File: src/verilog/au_defs_pkg.sv
// ~~~~~~~~~~~~~~~~~~~~~~~~~~~~~~~~~~~~~~~~~~~~~~~~~~~~~~~~~~~~~~~~~~~~~
// Arithmetic unit definitions: data and operation word types,
// operation classes, flag bit positions and operation codes
// ~~~~~~~~~~~~~~~~~~~~~~~~~~~~~~~~~~~~~~~~~~~~~~~~~~~~~~~~~~~~~~~~~~~~~

package au_defs_pkg;

  typedef logic [31:0] word_t;
  // Bit 32 is the sign guard used for overflow detection
  typedef logic [32:0] wide_t;
  typedef logic [14:0] au_op_t;
  typedef logic [3:0]  reg_sel_t;
  typedef logic [2:0]  au_flags_t;

  typedef enum logic [1:0] {
    class_none,
    class_tworeg,
    class_bitop,
    class_imm
  } au_class_t;

  // Positions inside au_flags_t
  localparam int FLAG_Z = 0;
  localparam int FLAG_N = 1;
  localparam int FLAG_V = 2;

  // Two-register commands
  localparam logic [3:0] OP_OR  = 4'h0;
  localparam logic [3:0] OP_AND = 4'h1;
  localparam logic [3:0] OP_XOR = 4'h2;
  localparam logic [3:0] OP_ADD = 4'h3;
  localparam logic [3:0] OP_SUB = 4'h4;
  localparam logic [3:0] OP_MOV = 4'h8;
  localparam logic [3:0] OP_NOT = 4'h9;
  localparam logic [3:0] OP_NEG = 4'hA;
  localparam logic [3:0] OP_CMP = 4'hB;

  // Bit and shift commands, position in a 5-bit field
  localparam logic [2:0] BIT_SET  = 3'd0;
  localparam logic [2:0] BIT_CLR  = 3'd1;
  localparam logic [2:0] BIT_TST  = 3'd2;
  localparam logic [2:0] BIT_SHL  = 3'd4;
  localparam logic [2:0] BIT_SHR  = 3'd5;
  localparam logic [2:0] BIT_ASR  = 3'd6;
  localparam logic [2:0] BIT_SEXT = 3'd7;

  // Immediate commands
  localparam logic [1:0] IMM_ADD = 2'd1;
  localparam logic [1:0] IMM_CMP = 2'd2;
  localparam logic [1:0] IMM_LD  = 2'd3;

endpackage

File: src/verilog/slice_pkg.sv
// ~~~~~~~~~~~~~~~~~~~~~~~~~~~~~~~~~~~~~~~~~~~~~~~~~~~~~~~~~~~~~~~~~~~~~
// Slice definitions: slice numbering, register file geometry
// and the APB address map of the register file
// ~~~~~~~~~~~~~~~~~~~~~~~~~~~~~~~~~~~~~~~~~~~~~~~~~~~~~~~~~~~~~~~~~~~~~

package slice_pkg;

  typedef logic [1:0] slice_t;

  localparam int NUM_SLICES     = 4;
  localparam int REGS_PER_SLICE = 16;
  localparam int RF_WORDS       = NUM_SLICES * REGS_PER_SLICE;

  // Flat register file index, slice in the upper bits
  typedef logic [5:0] rf_idx_t;

  // APB map: slice in paddr[7:6], register in paddr[5:2]
  typedef logic [11:0] apb_addr_t;
  localparam int        APB_SLICE_LSB  = 6;
  localparam int        APB_REG_LSB    = 2;
  localparam apb_addr_t APB_ADDR_LIMIT = 12'h100;

endpackage

File: src/verilog/au_decode.sv
// ~~~~~~~~~~~~~~~~~~~~~~~~~~~~~~~~~~~~~~~~~~~~~~~~~~~~~~~~~~~~~~~~~~~~~
// Decode stage: operation word split, operand select and the
// registered operands for the execute stage
// ~~~~~~~~~~~~~~~~~~~~~~~~~~~~~~~~~~~~~~~~~~~~~~~~~~~~~~~~~~~~~~~~~~~~~

module au_decode
  import au_defs_pkg::*;
  import slice_pkg::*;
(
  input  logic       CLK,
  input  logic       RST,
  input  logic       op_vld,
  input  au_op_t     op,
  input  slice_t     slice,
  input  word_t      ra_data,
  input  word_t      rb_data,
  output reg_sel_t   ra_sel,
  output reg_sel_t   rb_sel,
  output logic       ex_vld,
  output au_class_t  ex_class,
  output logic [3:0] ex_cmd,
  output word_t      ex_a,
  output word_t      ex_b,
  output reg_sel_t   ex_dst,
  output slice_t     ex_slice,
  output logic       ex_wr
);

  au_class_t  dec_class;
  logic       short_form;
  logic [3:0] dec_cmd;
  reg_sel_t   dec_dst;
  word_t      dec_b;
  logic       dec_cmp;

  // Short two-register form packs three 3-bit register fields
  assign short_form = (op[14:12] == 3'b001);

  assign ra_sel  = short_form ? {1'b0, op[2:0]} : op[3:0];
  assign rb_sel  = short_form ? {1'b0, op[5:3]} : op[7:4];
  assign dec_dst = short_form ? {1'b0, op[8:6]} : op[3:0];

  always_comb
  begin
    dec_class = class_none;
    dec_cmd   = '0;
    dec_b     = rb_data;
    if (op_vld)
    begin
      if (op[14:13] == 2'b00)
      begin
        dec_class = class_tworeg;
        dec_cmd   = short_form ? {1'b0, op[11:9]} : op[11:8];
      end
      else if (op[14:12] == 3'b010)
      begin
        // Bit command and position travel in operand b
        dec_class = class_bitop;
        dec_cmd   = {1'b0, op[11:9]};
        dec_b     = {24'd0, op[11:9], op[8:4]};
      end
      else
      begin
        dec_class = class_imm;
        dec_cmd   = {2'b00, op[14:13]};
        // 9-bit constant when bit 14 is set, 8-bit otherwise
        dec_b     = op[14] ? {{23{op[12]}}, op[12:4]} : {{24{op[11]}}, op[11:4]};
      end
    end
  end

  // Compares and bit test only touch the flags
  assign dec_cmp = ((dec_class == class_tworeg) && (dec_cmd == OP_CMP)) ||
                   ((dec_class == class_bitop) && (dec_cmd[2:0] == BIT_TST)) ||
                   ((dec_class == class_imm) && (dec_cmd[1:0] == IMM_CMP));

  always_ff @(posedge CLK or posedge RST)
  begin
    if (RST)
    begin
      ex_vld <= 1'b0;
      ex_wr  <= 1'b0;
    end
    else
    begin
      ex_vld <= op_vld;
      ex_wr  <= op_vld && !dec_cmp;
    end
  end

  always_ff @(posedge CLK)
  begin
    ex_class <= dec_class;
    if (op_vld)
    begin
      ex_cmd   <= dec_cmd;
      ex_a     <= ra_data;
      ex_b     <= dec_b;
      ex_dst   <= dec_dst;
      ex_slice <= slice;
    end
  end

endmodule

File: config.mk
export PLATFORM = sky130hd
export DESIGN_NAME = au_decode
export DESIGN_NICKNAME = d
export VERILOG_FILES = /design/src/verilog/au_defs_pkg.sv /design/src/verilog/slice_pkg.sv /design/src/verilog/au_decode.sv
export SDC_FILE = /design/constraint.sdc
export NUM_CORES = 1
export LEC_CHECK = 0
export ABC_AREA = 1
export BUFFER_PORTS_ARGS = -buffer_cell sky130_fd_sc_hd__clkbuf_2
export CAP_MARGIN = 20
export CORE_ASPECT_RATIO = 1.4
export CORE_MARGIN = 5
export CORE_UTILIZATION = 43
export DETAILED_ROUTE_END_ITERATION = 10
export HOLD_SLACK_MARGIN = 0.03
export PLACE_DENSITY = 0.76
export SLEW_MARGIN = 0
export SYNTH_ARGS = -nofsm -noshare
export SYNTH_HDL_FRONTEND = slang
export SYNTH_SLANG_ARGS = --single-unit
export TNS_END_PERCENT = 30
File: constraint.sdc
create_clock -name CLK -period 1.25 [get_ports CLK]
set_clock_uncertainty 0.05 [all_clocks]
set_input_delay 0.25 -clock CLK [delete_from_list [all_inputs] [get_ports CLK]]
set_output_delay 0.25 -clock CLK [all_outputs]
set_load 0.005 [all_outputs]
==> impl_metrics.yaml <==
synthesis:
  ys.flop_type: "edfxtp_1"
  synth_edf_count: 74
  async_flop_share: 0.0256
  ys_types: 16
  yosysTopAreaCell: "edfxtp_1"
  synthTopCellsByArea: "edfxtp_1, nand2_1, o21ai_0"
  ys_seq_elements: 78
  syn_area_per_cell_um2: 13.4
  syn-num-nets: 302
  syn_area_um2: 2910
  synth_common_cells: "edfxtp_1, nand2_1, inv_1, o21ai_0, nand3_1"
  yosysMostFrequentCell: "edfxtp_1"
  synth_top_area_frac: 0.763
  yosys_warnings: 0
  syn_inst: 218
  seq_area_frac_synth: 0.794
job:
  maxCapViolations: 0
setup_path:
  worst_setup_path_end_kind: "primary output"
  crit_chain: "clkbuf_2, nor2_4, nand2_4, o21ai_0, clkbuf_2"
  max_stage_delay_ns: 0.16
  crit_type: "in -> out"
  worst-path-buf-inv: 2
  cp.required_ns: 0.95
  critPathMostFrequentCell: "clkbuf_2"
  start_kind: "input pin"
  cp_num_cells: 5
  critical_path.startpoint: "op[14]"
  crit_family: "buffers and inverters"
  crit_slowest_cell: "o21ai_0"
  path_max_fanout: 14
  crit_end: "rb_sel[2]"
  cp.arrival_ns: 0.90
route:
  dr_total_vias: 2383
  via_per_inst: 4.48
  ant_nets: 0
  drt_iter0_drc: 148
  routed_wirelength_um: 7810
  wl_per_cell_um: 14.7
  first_pass_iters: 4
  drc: 0
hold_path:
  hold_path.class: "in -> reg"
clocking:
  clk_pin_slew_ns: 0.08
  cts_tree: "yes"
  root_buffer: "clkbuf_8"
  cts_max_path_buffers: 2
  clock_sinks: 78
  cts_buffers: 9
  htreeDepth: 3
power_and_ir_drop:
  p_switching_w: 0.00132
  p_leak_nw: 2.17
  p_int_w: 0.00443
  clock_power_share: 0.315
  pwr-share-seq: 0.553
  combinationalPowerShare: 0.133
  power_switching_share: 0.230
  finalPower_w: 0.00575
  vdd_drop_max_mv: 0.792
  p_per_area_nw_per_um2: 1280
placed_design:
  portBuffers: 169
  gp_routability_congestion: 0.854
  dp_hpwl_um: 5370
global_routing:
  antenna_found_initial: 0
  grt_pass1_wl_um: 11200
  grt_max_degree: 49
  grt_pass1_vias: 2359
  globalRouteOverflowTotal: 0
  grt.total_usage: 0.175
die:
  initial_core_util: 0.440
  ios: 170
  dieArea_um2: 8540
  die_y_um: 107
  fp.coreArea_um2: 6610
  die_w_um: 79.5
  placementRows: 35
cells_and_area:
  diodes: 0
  drive_gt1_frac: 0.461
  area_growth_pct: 54.4
  nets: 519
timing:
  hold_viol_final: 0
  drv_slew: 0
  hold_slack_ns: 0.127
  slew_headroom: 0.835
  rsz0062_at_grt: "true"
  worst_pin_slew_ns: 0.247
  fin_crit_ns: 1.20
  fin_crit_sh: 0.964
  max_freq_mhz: 830
  setup_violations: 0
status:
  status: "finished clean"
cell families after synthesis:
logic type	Yosys count	synth area share
AO/OA/AOI/OAI	17	0.0318
buffers and inverters	29	0.0434
flip-flops	78	0.794
AND/OR/NAND/NOR	94	0.131
layer usage:
metal  routed length [um]  track usage  vias to the layer above
met3                  805       0.0695                       19
met5                    0            0                        -
met2                 4220        0.319                      126
met1                 2610        0.177                     1069
li1                     -            -                     1169
met4                  168       0.0627                        0
power by group through the flow:
| stage | clock network [W] | registers [W] | logic, W |
|---|---|---|---|
| floorplan | 0 | 0.00326 | 0.000151 |
| global placement | 0 | 0.00323 | 0.000659 |
| detailed placement | 0 | 0.00323 | 0.000675 |
| CTS | 0.00184 | 0.00318 | 0.000746 |
| global route | 0.00200 | 0.00320 | 0.000842 |
| finish | 0.00181 | 0.00318 | 0.000764 |
registers in the layout, summed over array words and instances (netlist names):
register and count:
ex_dst 4, ex_slice 2, ex_class 2, ex_cmd 4, ex_wr 1, ex_a 32
ex_b 32, ex_vld 1
final cells by class:
class | count | area, um2
tap | 92 | 115
fill | 482 | 2120
sequential | 78 | 2310
clock inverter | 6 | 62.6
clock buffer | 10 | 128
timing repair buffer | 217 | 1330
inverter | 18 | 67.6
multi-input combinational | 111 | 478
worst min-delay path by stage:
stage	startpoint	endpoint	slack [ns]	cells past startpoint
3_5_place_dp	RST	ex_vld	0.04	2
6_report	rb_data[25]	ex_b[25]	0.13	3
5_1_grt	rb_data[18]	ex_b[18]	0.11	3
2_1_floorplan	RST	ex_vld	-0.06	1
3_3_place_gp	RST	ex_vld	0.04	2
4_1_cts	ra_data[31]	ex_a[31]	0.03	1
what timing repair did:
action,in CTS,in global routing
endpoints found under the setup margin,5,5
endpoints found under the hold margin,27,9
setup buffers,1,0
pin swaps,1,1
gates resized for setup,1,3
hold buffers,26,9
cells in the final DEF (no fill, tap or decap), drive strengths merged, types with 2 or more instances in the layout:
| cell | instances |
|---|---|
| dfxtp | 2 |
| dlygate4sd3 | 35 |
| inv | 18 |
| clkinv | 3 |
| o21ai | 16 |
| nand3 | 10 |
| buf | 15 |
| clkinvlp | 2 |
| edfxtp | 74 |
| nor2 | 9 |
| dfrtp | 2 |
| nand2 | 75 |
| clkbuf | 177 |
per-stage QoR:
step	setup WS, ns	cell area, um2	instances	TNS, ns	util
2_1_floorplan	0.0584	2910	218	0	-
6_report	0.0452	4500	532	0	0.680
5_1_grt	-0.0132	4500	532	-0.0262	0.680
3_5_place_dp	-0.143	3940	480	-1.66	0.596
3_3_place_gp	-0.100	3940	480	-0.862	0.596
4_1_cts	0.0114	4410	523	0	0.666
(Power assumes the default switching activity.)
