$ cat src/verilog/au_defs_pkg.sv
// ~~~~~~~~~~~~~~~~~~~~~~~~~~~~~~~~~~~~~~~~~~~~~~~~~~~~~~~~~~~~~~~~~~~~~
// Arithmetic unit definitions: data and operation word types,
// operation classes, flag bit positions and operation codes
// ~~~~~~~~~~~~~~~~~~~~~~~~~~~~~~~~~~~~~~~~~~~~~~~~~~~~~~~~~~~~~~~~~~~~~

package au_defs_pkg;

  typedef logic [31:0] word_t;
  // Bit 32 is the sign guard used for overflow detection
  typedef logic [32:0] wide_t;
  typedef logic [14:0] au_op_t;
  typedef logic [3:0]  reg_sel_t;
  typedef logic [2:0]  au_flags_t;

  typedef enum logic [1:0] {
    class_none,
    class_tworeg,
    class_bitop,
    class_imm
  } au_class_t;

  // Positions inside au_flags_t
  localparam int FLAG_Z = 0;
  localparam int FLAG_N = 1;
  localparam int FLAG_V = 2;

  // Two-register commands
  localparam logic [3:0] OP_OR  = 4'h0;
  localparam logic [3:0] OP_AND = 4'h1;
  localparam logic [3:0] OP_XOR = 4'h2;
  localparam logic [3:0] OP_ADD = 4'h3;
  localparam logic [3:0] OP_SUB = 4'h4;
  localparam logic [3:0] OP_MOV = 4'h8;
  localparam logic [3:0] OP_NOT = 4'h9;
  localparam logic [3:0] OP_NEG = 4'hA;
  localparam logic [3:0] OP_CMP = 4'hB;

  // Bit and shift commands, position in a 5-bit field
  localparam logic [2:0] BIT_SET  = 3'd0;
  localparam logic [2:0] BIT_CLR  = 3'd1;
  localparam logic [2:0] BIT_TST  = 3'd2;
  localparam logic [2:0] BIT_SHL  = 3'd4;
  localparam logic [2:0] BIT_SHR  = 3'd5;
  localparam logic [2:0] BIT_ASR  = 3'd6;
  localparam logic [2:0] BIT_SEXT = 3'd7;

  // Immediate commands
  localparam logic [1:0] IMM_ADD = 2'd1;
  localparam logic [1:0] IMM_CMP = 2'd2;
  localparam logic [1:0] IMM_LD  = 2'd3;

endpackage

$ cat src/verilog/slice_pkg.sv
// ~~~~~~~~~~~~~~~~~~~~~~~~~~~~~~~~~~~~~~~~~~~~~~~~~~~~~~~~~~~~~~~~~~~~~
// Slice definitions: slice numbering, register file geometry
// and the APB address map of the register file
// ~~~~~~~~~~~~~~~~~~~~~~~~~~~~~~~~~~~~~~~~~~~~~~~~~~~~~~~~~~~~~~~~~~~~~

package slice_pkg;

  typedef logic [1:0] slice_t;

  localparam int NUM_SLICES     = 4;
  localparam int REGS_PER_SLICE = 16;
  localparam int RF_WORDS       = NUM_SLICES * REGS_PER_SLICE;

  // Flat register file index, slice in the upper bits
  typedef logic [5:0] rf_idx_t;

  // APB map: slice in paddr[7:6], register in paddr[5:2]
  typedef logic [11:0] apb_addr_t;
  localparam int        APB_SLICE_LSB  = 6;
  localparam int        APB_REG_LSB    = 2;
  localparam apb_addr_t APB_ADDR_LIMIT = 12'h100;

endpackage

$ cat src/verilog/au_retire.sv
// ~~~~~~~~~~~~~~~~~~~~~~~~~~~~~~~~~~~~~~~~~~~~~~~~~~~~~~~~~~~~~~~~~~~~~
// Retire stage: register write port and per-slice flag storage
// ~~~~~~~~~~~~~~~~~~~~~~~~~~~~~~~~~~~~~~~~~~~~~~~~~~~~~~~~~~~~~~~~~~~~~

module au_retire
  import au_defs_pkg::*;
  import slice_pkg::*;
(
  input  logic      CLK,
  input  logic      RST,
  input  logic      rt_vld,
  input  wide_t     rt_result,
  input  reg_sel_t  rt_dst,
  input  slice_t    rt_slice,
  input  logic      rt_wr,
  input  slice_t    slice,
  output logic      wr_en,
  output slice_t    wr_slice,
  output reg_sel_t  wr_sel,
  output word_t     wr_data,
  output au_flags_t au_flags
);

  au_flags_t flags_q [NUM_SLICES];
  au_flags_t new_flags;

  // Write port straight from the execute registers
  assign wr_en    = rt_vld && rt_wr;
  assign wr_slice = rt_slice;
  assign wr_sel   = rt_dst;
  assign wr_data  = rt_result[31:0];

  always_comb
  begin
    new_flags         = '0;
    new_flags[FLAG_Z] = (rt_result[31:0] == 32'd0);
    new_flags[FLAG_N] = rt_result[31];
    // Guard bit disagrees with the sign on signed overflow
    new_flags[FLAG_V] = rt_result[32] ^ rt_result[31];
  end

  // Compares update flags too, so only the valid is checked
  always_ff @(posedge CLK or posedge RST)
  begin
    if (RST)
    begin
      flags_q <= '{default: '0};
    end
    else if (rt_vld)
    begin
      flags_q[rt_slice] <= new_flags;
    end
  end

  assign au_flags = flags_q[slice];

endmodule

$ cat config.mk
export PLATFORM = sky130hd
export DESIGN_NAME = au_retire
export DESIGN_NICKNAME = d
export VERILOG_FILES = /design/src/verilog/au_defs_pkg.sv /design/src/verilog/slice_pkg.sv /design/src/verilog/au_retire.sv
export SDC_FILE = /design/constraint.sdc
export NUM_CORES = 1
export LEC_CHECK = 0
export ABC_AREA = 1
export BUFFER_PORTS_ARGS = -buffer_cell sky130_fd_sc_hd__buf_4
export CAP_MARGIN = 20
export CORE_MARGIN = 4
export CORE_UTILIZATION = 38
export CTS_CLUSTER_SIZE = 16
export DETAILED_ROUTE_END_ITERATION = 8
export PLACE_DENSITY = 0.81
export SLEW_MARGIN = 15
export SYNTH_ARGS = -nofsm -noshare
export SYNTH_HDL_FRONTEND = slang
export SYNTH_SLANG_ARGS = --single-unit
$ cat constraint.sdc
create_clock -name CLK -period 0.9 [get_ports CLK]
set_input_delay 0.18 -clock CLK [delete_from_list [all_inputs] [get_ports CLK]]
set_output_delay 0.18 -clock CLK [all_outputs]
set_load 0.02 [all_outputs]
==> metrics.cfg, run 1 <==
[clock_network]
clockRootBuffer = clkbuf_4
clockBufferDepth = 2
cts_max_level = 1
clock_latency_ps = 270
cts-buffers-inserted = 3
path_clk_slew_ps = 80
cts_tree = done
cts.sinks = 12

[timing]
rsz0062_at_grt = true
slew_viol_final = 0
tightest_slew_ps = 456
finalHoldViolCount = 0
period_share_pct = 135
worst_hold_slack_ps = 276
max_slew_margin_pct = 69.6
finalClockSkew_ps = 0
max_freq_ghz = 0.821
finalSetupTns_ps = -931
worst_slack_ps = -318
setup_viol = 3
period_minus_slack_ps = 1220

[floorplanning]
dieWidth_um = 59.3
dieArea_um2 = 3510
dieHeight_um = 59.3
rows = 18
fp.coreArea_um2 = 2500
pin_count = 87
start_util_pct = 39.9

[power_and_ir_drop]
p_sw_mw = 0.594
intPower_mw = 1.27
peakVddDrop_v = 0.000949
power_density_nw_per_um2 = 1180
switching_share_pct = 31.9
pwr-share-seq_pct = 34.6
power_frac_clock_pct = 23.2
p_leak_nw = 0.887
pwr-share-comb_pct = 42.3
finalPower_mw = 1.86

[logic_synthesis]
synth.avg_cell_area_um2 = 6.84
ys_seq_area_share_pct = 30.1
synth-main-ff-cell = dfrtp_1
ys_ff_latch = 12
syn_nets = 191
synth_cell_type_count = 14
synth_area_um2 = 998
synth_top_cell_by_area = dfrtp_1
async_flop_share_pct = 100
synthCells = 146
yosysMostFrequentCell = nand2_1
yosys_warnings = 0
synth_edf_count = 0
synth_top_cell_area_share_pct = 30.1
netlist_top_cells_area = dfrtp_1 (30%), buf_4 (29%), nand2_1 (15%), nor2_1 (9.4%), o21ai_0 (4.5%)
yosys-top-cells-count = nand2_1 (40), buf_4 (38), nor2_1 (25), dfrtp_1 (12), inv_1 (10)

[status]
outcome = finished, violations left
violations = setup timing

[setup_path]
critPathArrivalTime_ps = 1040
reg2reg_to = flags_q[4]$_DFFE_PP0P_
setup.worst_path.start = flags_q[2]$_DFFE_PP0P_
end_kind = primary output
reg2regPathDepth = 4
path_class = reg -> out
reg2reg_slack_ps = 30
cp.required_ps = 720
rr_startpoint = flags_q[4]$_DFFE_PP0P_
critPathLaunchType = flip-flop
endpoint = au_flags[2]
cp_max_fo = 2

[drt]
wl_um = 2650
firstDrtPassIters = 4
postRouteAntennaNets = 0
avgViaCountPerCell = 4.37
drt_iter0_markers = 33
post_drt_wl_per_cell_um = 11.1
vias = 1039
drc = 0

[layout]
antennaDiodeCount = 0
largestRegisters = flags_q (12)
top_register = flags_q
syn_to_final_growth_pct = 57.5
fin_cells = 238
fin_nets = 254
drive_gt1_share_pct = 56.3
largest_reg_flops = 12

[grt]
grt-busiest-layer = met2
grt_overflow = 0
grt_pass1_wl_um = 4170
met1_usage_pct = 18.0
grt_use_met2_pct = 27.1
gr-usage-all-layers_pct = 15.4
grt_pass1_vias = 973
use_met3_pct = 3.92
grt_max_degree = 13
antenna_found_initial = 0

[place]
pre_cts_ws_ps = -149
port_buffers = 78
dp_hpwl_um = 2190
routabilityCongestion = 0.772
dp_cells = 229

[run]
drv_cap = 0

[worst_hold_path]
min_path_type = in -> reg

[cell families (layout without fill, tap and decap cells)]
group,count (synthesis),count (layout),share of synthesized area [%]
xor+xnor,1,1,0.877
flops,12,12,30.1
buf+inv,49,111,32.7
compound gates,13,13,6.89
simple gates,71,71,29.4
[routing by layer]
metal  up-vias  wire length (um)  share of wire, %
li1        535                 -                 -
met4         0                25              0.94
met3         3               197               7.4
met1       458              1000                38
met2        43              1420                54
met5         -                 0                 0
[final cells by class]
cell class / instances / area [um2]
fillers: 224 / 927
flip-flops and latches: 12 / 300
repair buffers: 96 / 734
clock buffers: 4 / 36.3
inverters: 11 / 41.3
multi-input cells: 85 / 423
well taps: 30 / 37.5
[power groups by stage]
| stage | combinational, mW | sequential [mW] | clock, mW |
|---|---|---|---|
| floorplan | 0.427 | 0.633 | 0 |
| global placement | 0.715 | 0.645 | 0 |
| detailed placement | 0.726 | 0.645 | 0 |
| CTS | 0.763 | 0.636 | 0.434 |
| global route | 0.854 | 0.650 | 0.468 |
| finish | 0.787 | 0.643 | 0.432 |
[placed cells by master, fill, tap and decap left out, drive strengths merged, types with 2 or more instances in the layout]
cell type / Yosys / routed
o22ai: 3 / 3
o21ai: 10 / 10
dfrtp: 12 / 12
nand3: 2 / 2
nor2: 28 / 28
buf: 38 / 95
inv: 11 / 11
nand2: 40 / 40
clkbuf: 0 / 4
[critical path: stages, from the launching register on]
cell	delay (ps)
dfrtp_1	400
nor2_1	120
o22ai_2	100
buf_6	130
[through the flow]
stage          cell area (um2)  util, %
2_1_floorplan             1020        -
3_3_place_gp              1450     58.1
3_5_place_dp              1450     58.1
4_1_cts                   1540     61.5
5_1_grt                   1570     62.9
6_report                  1570     62.9
[worst min-delay path by stage]
stage / startpoint / end / slack (ps) / cells past startpoint
global route: rt_result[32] / flags_q[11]$_DFFE_PP0P_ / 310 / 5
finish: rt_slice[1] / flags_q[10]$_DFFE_PP0P_ / 280 / 4
global placement: RST / flags_q[5]$_DFFE_PP0P_ / 210 / 2
floorplan: RST / flags_q[0]$_DFFE_PP0P_ / 40 / 1
detailed placement: RST / flags_q[1]$_DFFE_PP0P_ / 220 / 2
CTS: rt_slice[1] / flags_q[10]$_DFFE_PP0P_ / 280 / 4
[what timing repair did]
| item | in CTS | in global routing |
|---|---|---|
| setup endpoints to repair | 3 | 4 |
| hold endpoints to repair | 12 | 0 |
| pin swaps | 8 | 4 |
| hold buffers | 1 | 0 |
| gates resized for setup | 13 | 7 |
| setup buffers | 2 | 3 |
Note: power is estimated with default switching activity, not from simulation.
==> run 2, diff against run 1 <==
- ABC_AREA: 1 -> unset
- CORE_UTILIZATION: 38 -> 36
- PLACE_DENSITY: 0.81 -> 0.8
==> metrics.cfg, run 2 <==
[status]
outcome = finished, violations left
violations = setup timing

[setup_path]
reg2regPathDepth = 2  ; -2
reg2reg_slack_ps = 20  ; about the same
critPathLaunchType = flip-flop
path_class = reg -> out
reg2reg_to = flags_q[10]$_DFFE_PP0P_
cp.required_ps = 720  ; about the same
cp_slowest_stage_delay_ps = 480  ; +80 ps
end_kind = primary output
rr_startpoint = flags_q[10]$_DFFE_PP0P_
cp_max_fo = 2  ; unchanged
crit_path_top_delay_cell = mux4_2
cp_cell_sequence = mux4_2, buf_6
critPathArrivalTime_ps = 1310  ; +270 ps

[grt]
grt-busiest-layer = met2
gr-usage-all-layers_pct = 16.4  ; +0.96 points
antenna_found_initial = 0  ; unchanged
grt_pass1_vias = 977  ; +0.41%
grt_pass1_wl_um = 4250  ; +2.0%
grt_overflow = 0  ; unchanged
met1_usage_pct = 16.6  ; -1.5 points
grt_use_met2_pct = 30.8  ; +3.7 points
use_met3_pct = 4.01  ; +0.087 points
grt_max_degree = 13  ; unchanged

[logic_synthesis]
synthCells = 90  ; -38%
syn_nets = 135  ; -29%
ys_seq_area_share_pct = 33.3  ; +3.3 points
synth.avg_cell_area_um2 = 10.0  ; +46%
synth_area_um2 = 901  ; -9.8%
ys_ff_latch = 12  ; unchanged
synth_cell_type_count = 18  ; +4
synth_top_cell_area_share_pct = 33.3  ; +3.3 points
yosysMostFrequentCell = buf_4
netlist_top_cells_area = dfrtp_1 (33%), buf_4 (32%), mux4_2 (7.5%), nor4_1 (4.9%), mux2_1 (3.7%)
synth_edf_count = 0  ; unchanged
yosys_warnings = 0  ; unchanged
async_flop_share_pct = 100  ; unchanged
yosys-top-cells-count = buf_4 (38), dfrtp_1 (12), nand2_1 (8), nor4_1 (7), o31ai_1 (4)
synth_top_cell_by_area = dfrtp_1
synth-main-ff-cell = dfrtp_1

[drt]
postRouteAntennaNets = 0  ; unchanged
firstDrtPassIters = 4  ; unchanged
wl_um = 2790  ; +5.4%
avgViaCountPerCell = 4.86  ; +11%
vias = 885  ; -15%
drt_iter0_markers = 16  ; -52%
drc = 0  ; unchanged
post_drt_wl_per_cell_um = 15.3  ; +38%

[layout]
top_register = flags_q
largestRegisters = flags_q (12)
layout_commonest_cell = buf_4
syn_to_final_growth_pct = 78.3
fin_nets = 200  ; -21%
layout_common_cells = buf_4 (84), buf_6 (13), dfrtp_1 (12), nor4_4 (8), nand2_1 (8)
final_util_pct = 69.9  ; +7.0 points
fill_cells = 156  ; -30%
largest_reg_flops = 12  ; unchanged
seq_area_um2 = 300  ; unchanged
drive_gt1_share_pct = 76.6  ; +20 points
multi_input_area_um2 = 444  ; +5.0%
antennaDiodeCount = 0  ; unchanged

[worst_hold_path]
min_path_type = in -> reg
hp-start = rt_slice[1]
min_path_cells = 3  ; -1
hold-path-endpoint = flags_q[9]$_DFFE_PP0P_

[place]
port_buffers = 78  ; unchanged
dp_hpwl_um = 2290  ; +4.4%
pre_cts_ws_ps = -302  ; -153 ps
routabilityCongestion = 0.814  ; +5.5%

[timing]
finalClockSkew_ps = 0  ; unchanged
max_freq_ghz = 0.671  ; -18%
max_slew_margin_pct = 69.9  ; +0.32 points
tightest_slew_ps = 451  ; -4.81 ps
period_minus_slack_ps = 1490  ; +272 ps
slew_viol_final = 0  ; unchanged
setup_viol = 4  ; +1
period_share_pct = 166  ; +30 points
finalHoldViolCount = 0  ; unchanged
worst_slack_ps = -590  ; -272 ps
rsz0062_at_grt = true

[power_and_ir_drop]
power_density_nw_per_um2 = 1160  ; -1.8%
p_leak_nw = 0.772  ; -13%
peakVddDrop_v = 0.000867  ; -8.7%
finalPower_mw = 1.87  ; +0.33%

[clock_network]
cts.sinks = 12  ; unchanged
cts_max_level = 1  ; unchanged
path_clk_slew_ps = 80  ; about the same
clockRootBuffer = clkbuf_4
clockBufferDepth = 2  ; unchanged
cts_tree = done
clock_latency_ps = 270  ; about the same
cts-buffers-inserted = 3  ; unchanged

[run]
drv_cap = 0  ; unchanged

[floorplanning]
dieArea_um2 = 3370  ; -4.1%
pin_count = 87  ; unchanged
dieWidth_um = 58.0  ; -2.1%
rows = 17  ; -1
fp.coreArea_um2 = 2300  ; -8.1%
start_util_pct = 39.2  ; -0.72 points
dieHeight_um = 58.0  ; -2.1%

## run 2: worst max-delay path, delay by kind of cell (launching register included)
family   cells  cell delay (ps)
mux          1              480
flops        1              410
buf+inv      1              150
## run 2: final cells by class
class | count | share of cell area [%]
clock buffers | 4 | 2.26
multi-input cells | 39 | 27.6
flip-flops and latches | 12 | 18.7
repair buffers | 98 | 49.0
inverters | 1 | 0.234
well taps | 28 | 2.18
## run 2: stage by stage
stage | TNS [ps] | cell area, um2 | hold WS, ps | instances
detailed placement | -3390 | 1450 | 220 | 174
CTS | -1710 | 1580 | 250 | 181
global placement | -2960 | 1450 | 210 | 174
global route | -2030 | 1610 | 240 | 182
floorplan | -676 | 997 | 44.7 | 90
finish | -1720 | 1610 | 246 | 182
## run 2: logic make-up after synthesis
group,after synthesis,synth area share [%]
AOI/OAI and AO/OA,8,5.55
xor gates and xnor gates,1,0.972
and+or+nand+nor,23,15.1
DFF,12,33.3
muxes,7,12.9
buffers and inverters,39,32.1
## run 2: worst max-delay path by stage
| stage | startpoint | endpoint | slack, ps | cells after the start |
|---|---|---|---|---|
| after floorplan | flags_q[0]$_DFFE_PP0P_ | au_flags[0] | -170 | 1 |
| after global placement | rt_result[25] | flags_q[9]$_DFFE_PP0P_ | -260 | 4 |
| after detailed placement | rt_result[14] | flags_q[3]$_DFFE_PP0P_ | -300 | 4 |
| after CTS | flags_q[0]$_DFFE_PP0P_ | au_flags[0] | -580 | 2 |
| after global routing | flags_q[0]$_DFFE_PP0P_ | au_flags[0] | -640 | 2 |
| final | flags_q[0]$_DFFE_PP0P_ | au_flags[0] | -590 | 2 |
## run 2: what timing repair did
action,4_1_cts,5_1_grt
setup buffers,2,1
endpoints found under the hold margin,12,0
pin swaps,9,5
gates resized for setup,15,4
endpoints found under the setup margin,6,7
hold buffers,1,0
## run 2: layer usage
layer | vias up | share of wire, %
li1 | 410 | -
met1 | 415 | 36
met2 | 54 | 56
met3 | 6 | 6.8
met4 | 0 | 1.4
met5 | - | 0
## run 2: where the power goes
| part | switching, mW | internal (mW) |
|---|---|---|
| clock network | 0.182 | 0.246 |
| logic | 0.356 | 0.445 |
| registers | 0.0333 | 0.605 |
| total | 0.572 | 1.30 |
==> run 3, diff against run 2 <==
- CORE_UTILIZATION: 36 -> 32
- PLACE_DENSITY: 0.8 -> 0.75
- clock period: 0.9 -> 1.2 ns (I/O delays scaled with it)
==> metrics.cfg, run 3 (same netlist as run 2, synthesis figures left out) <==
[status]
outcome = finished, violations left
violations = setup timing

[setup_path]
critPathLaunchType = flip-flop
path_buf_inv = 1  ; unchanged
critPathArrivalTime_ps = 1320  ; about the same
crit_path_top_delay_cell = mux4_2
cp.required_ps = 960  ; +240 ps
path_class = reg -> out
reg2reg_slack_ps = 330  ; +310 ps
end_kind = primary output
cp_slowest_stage_delay_ps = 490  ; about the same
reg2regPathDepth = 4  ; +2
crit_cells = 2  ; unchanged
reg2reg_to = flags_q[0]$_DFFE_PP0P_
cp_top_family = multiplexers
setup.worst_path.start = flags_q[2]$_DFFE_PP0P_
cp_max_fo = 2  ; unchanged
cp_cell_sequence = mux4_2, buf_6
endpoint = au_flags[2]
rr_startpoint = flags_q[0]$_DFFE_PP0P_

[floorplanning]
pin_count = 87  ; unchanged
fp.coreArea_um2 = 2590  ; +13%
dieWidth_um = 61.1  ; +5.2%
rows = 18  ; +1
start_util_pct = 34.8  ; -4.4 points
dieArea_um2 = 3730  ; +11%
dieHeight_um = 61.1  ; +5.2%

[timing]
worst_hold_slack_ps = 328  ; +81.6 ps
tightest_slew_ps = 440  ; -11.2 ps
worst_slack_ps = -359  ; +230 ps
max_slew_margin_pct = 70.6  ; +0.75 points
finalHoldViolCount = 0  ; unchanged
setup_viol = 3  ; -1
finalClockSkew_ps = 0  ; unchanged
rsz0062_at_grt = true
period_minus_slack_ps = 1560
finalSetupTns_ps = -995  ; +725 ps
max_freq_ghz = 0.641
period_share_pct = 130
slew_viol_final = 0  ; unchanged

[drt]
vias = 882  ; -0.34%
wl_met1_um = 848  ; -15%
highest_layer = met4
dr_wl_met3_um = 253  ; +33%
drc = 0  ; unchanged
wl_met2_um = 1470  ; -5.8%
drt_iter0_markers = 15  ; -1
postRouteAntennaNets = 0  ; unchanged
avgViaCountPerCell = 4.79  ; -1.4%
wl_um = 2650  ; -5.1%
firstDrtPassIters = 4  ; unchanged
post_drt_wl_per_cell_um = 14.4  ; -6.1%

[clock_network]
clockRootBuffer = clkbuf_4
cts.sinks = 12  ; unchanged
path_clk_slew_ps = 70  ; about the same
cts_max_level = 1  ; unchanged
clockBufferDepth = 2  ; unchanged
cts_tree = done
clock_latency_ps = 270  ; about the same
cts-buffers-inserted = 3  ; unchanged

[layout]
layout_commonest_cell = buf_4
antennaDiodeCount = 0  ; unchanged
largestRegisters = flags_q (12)
top_register = flags_q
fill_cells = 230  ; +47%
syn_to_final_growth_pct = 59.7
largest_reg_flops = 12  ; unchanged
final_util_pct = 55.6  ; -14 points
layout_common_cells = buf_4 (94), dfrtp_1 (12), nand2_1 (8), nor4_1 (7), o31ai_1 (4)
fin_nets = 200  ; unchanged
drive_gt1_share_pct = 69.5  ; -7.1 points

[place]
routabilityCongestion = 0.747  ; -8.3%
pre_cts_ws_ps = -152  ; +150 ps
port_buffers = 78  ; unchanged
dp_hpwl_um = 2220  ; -3.1%

[power_and_ir_drop]
peakVddDrop_v = 0.000816  ; -5.9%
power_density_nw_per_um2 = 925  ; -20%
p_leak_nw = 0.739  ; -4.2%

[grt]
grt_max_degree = 13  ; unchanged
antenna_found_initial = 0  ; unchanged
gr-usage-all-layers_pct = 13.9  ; -2.4 points
grt_pass1_vias = 957  ; -2.0%
grt_overflow = 0  ; unchanged
grt_pass1_wl_um = 3870  ; -8.9%

[run]
drv_cap = 0  ; unchanged

[worst_hold_path]
min_path_type = in -> reg

## run 3: cell counts in the layout (fill, tap and decap cells not counted)
No cell type changed its count.
## run 3: final cells by class
type	instances	area, um2	area share (%)
clock buffer	4	36.3	2.52
timing repair buffer	98	749	52.1
sequential	12	300	20.9
multi-input combinational	39	312	21.7
inverter	1	3.75	0.261
tap	30	37.5	2.61
## run 3: timing repair
action                                  in CTS  in global routing
hold buffers                                 1                  0
endpoints found under the hold margin       12                  0
buffers inserted                             3                  2
endpoints found under the setup margin       3                  3
pin swaps                                    0                  0
resized for setup                            3                  0
## run 3: worst min-delay path: stages
cell and delay, ps:
buf_4 80, or3b_4 160, o31ai_1 80
## run 3: worst min-delay path by stage
stage                     cells after the start         from  slack (ps)                 endpoint
after floorplan                               1          RST         100   flags_q[0]$_DFFE_PP0P_
after global placement                        2          RST         260  flags_q[10]$_DFFE_PP0P_
after detailed placement                      2          RST         280  flags_q[10]$_DFFE_PP0P_
after CTS                                     3  rt_slice[0]         320   flags_q[9]$_DFFE_PP0P_
after global routing                          3  rt_slice[1]         340  flags_q[11]$_DFFE_PP0P_
final                                         3  rt_slice[0]         330   flags_q[9]$_DFFE_PP0P_
## run 3: routing by layer
layer	vias up	track usage, %
met5	-	0
met4	0	6.81
met3	10	4.19
met2	59	26.6
met1	401	13.4
li1	412	-
## run 3: per-stage QoR
step	cells	cell area, um2	power, mW
finish	184	1440	1.33
global route	184	1440	1.40
CTS	182	1420	1.34
detailed placement	174	1340	1.01
global placement	174	1340	0.987
floorplan	90	901	0.782
## run 3: power by group
part	internal, mW	switching (mW)
sequential	0.454	0.0313
combinational	0.294	0.233
clock	0.184	0.133
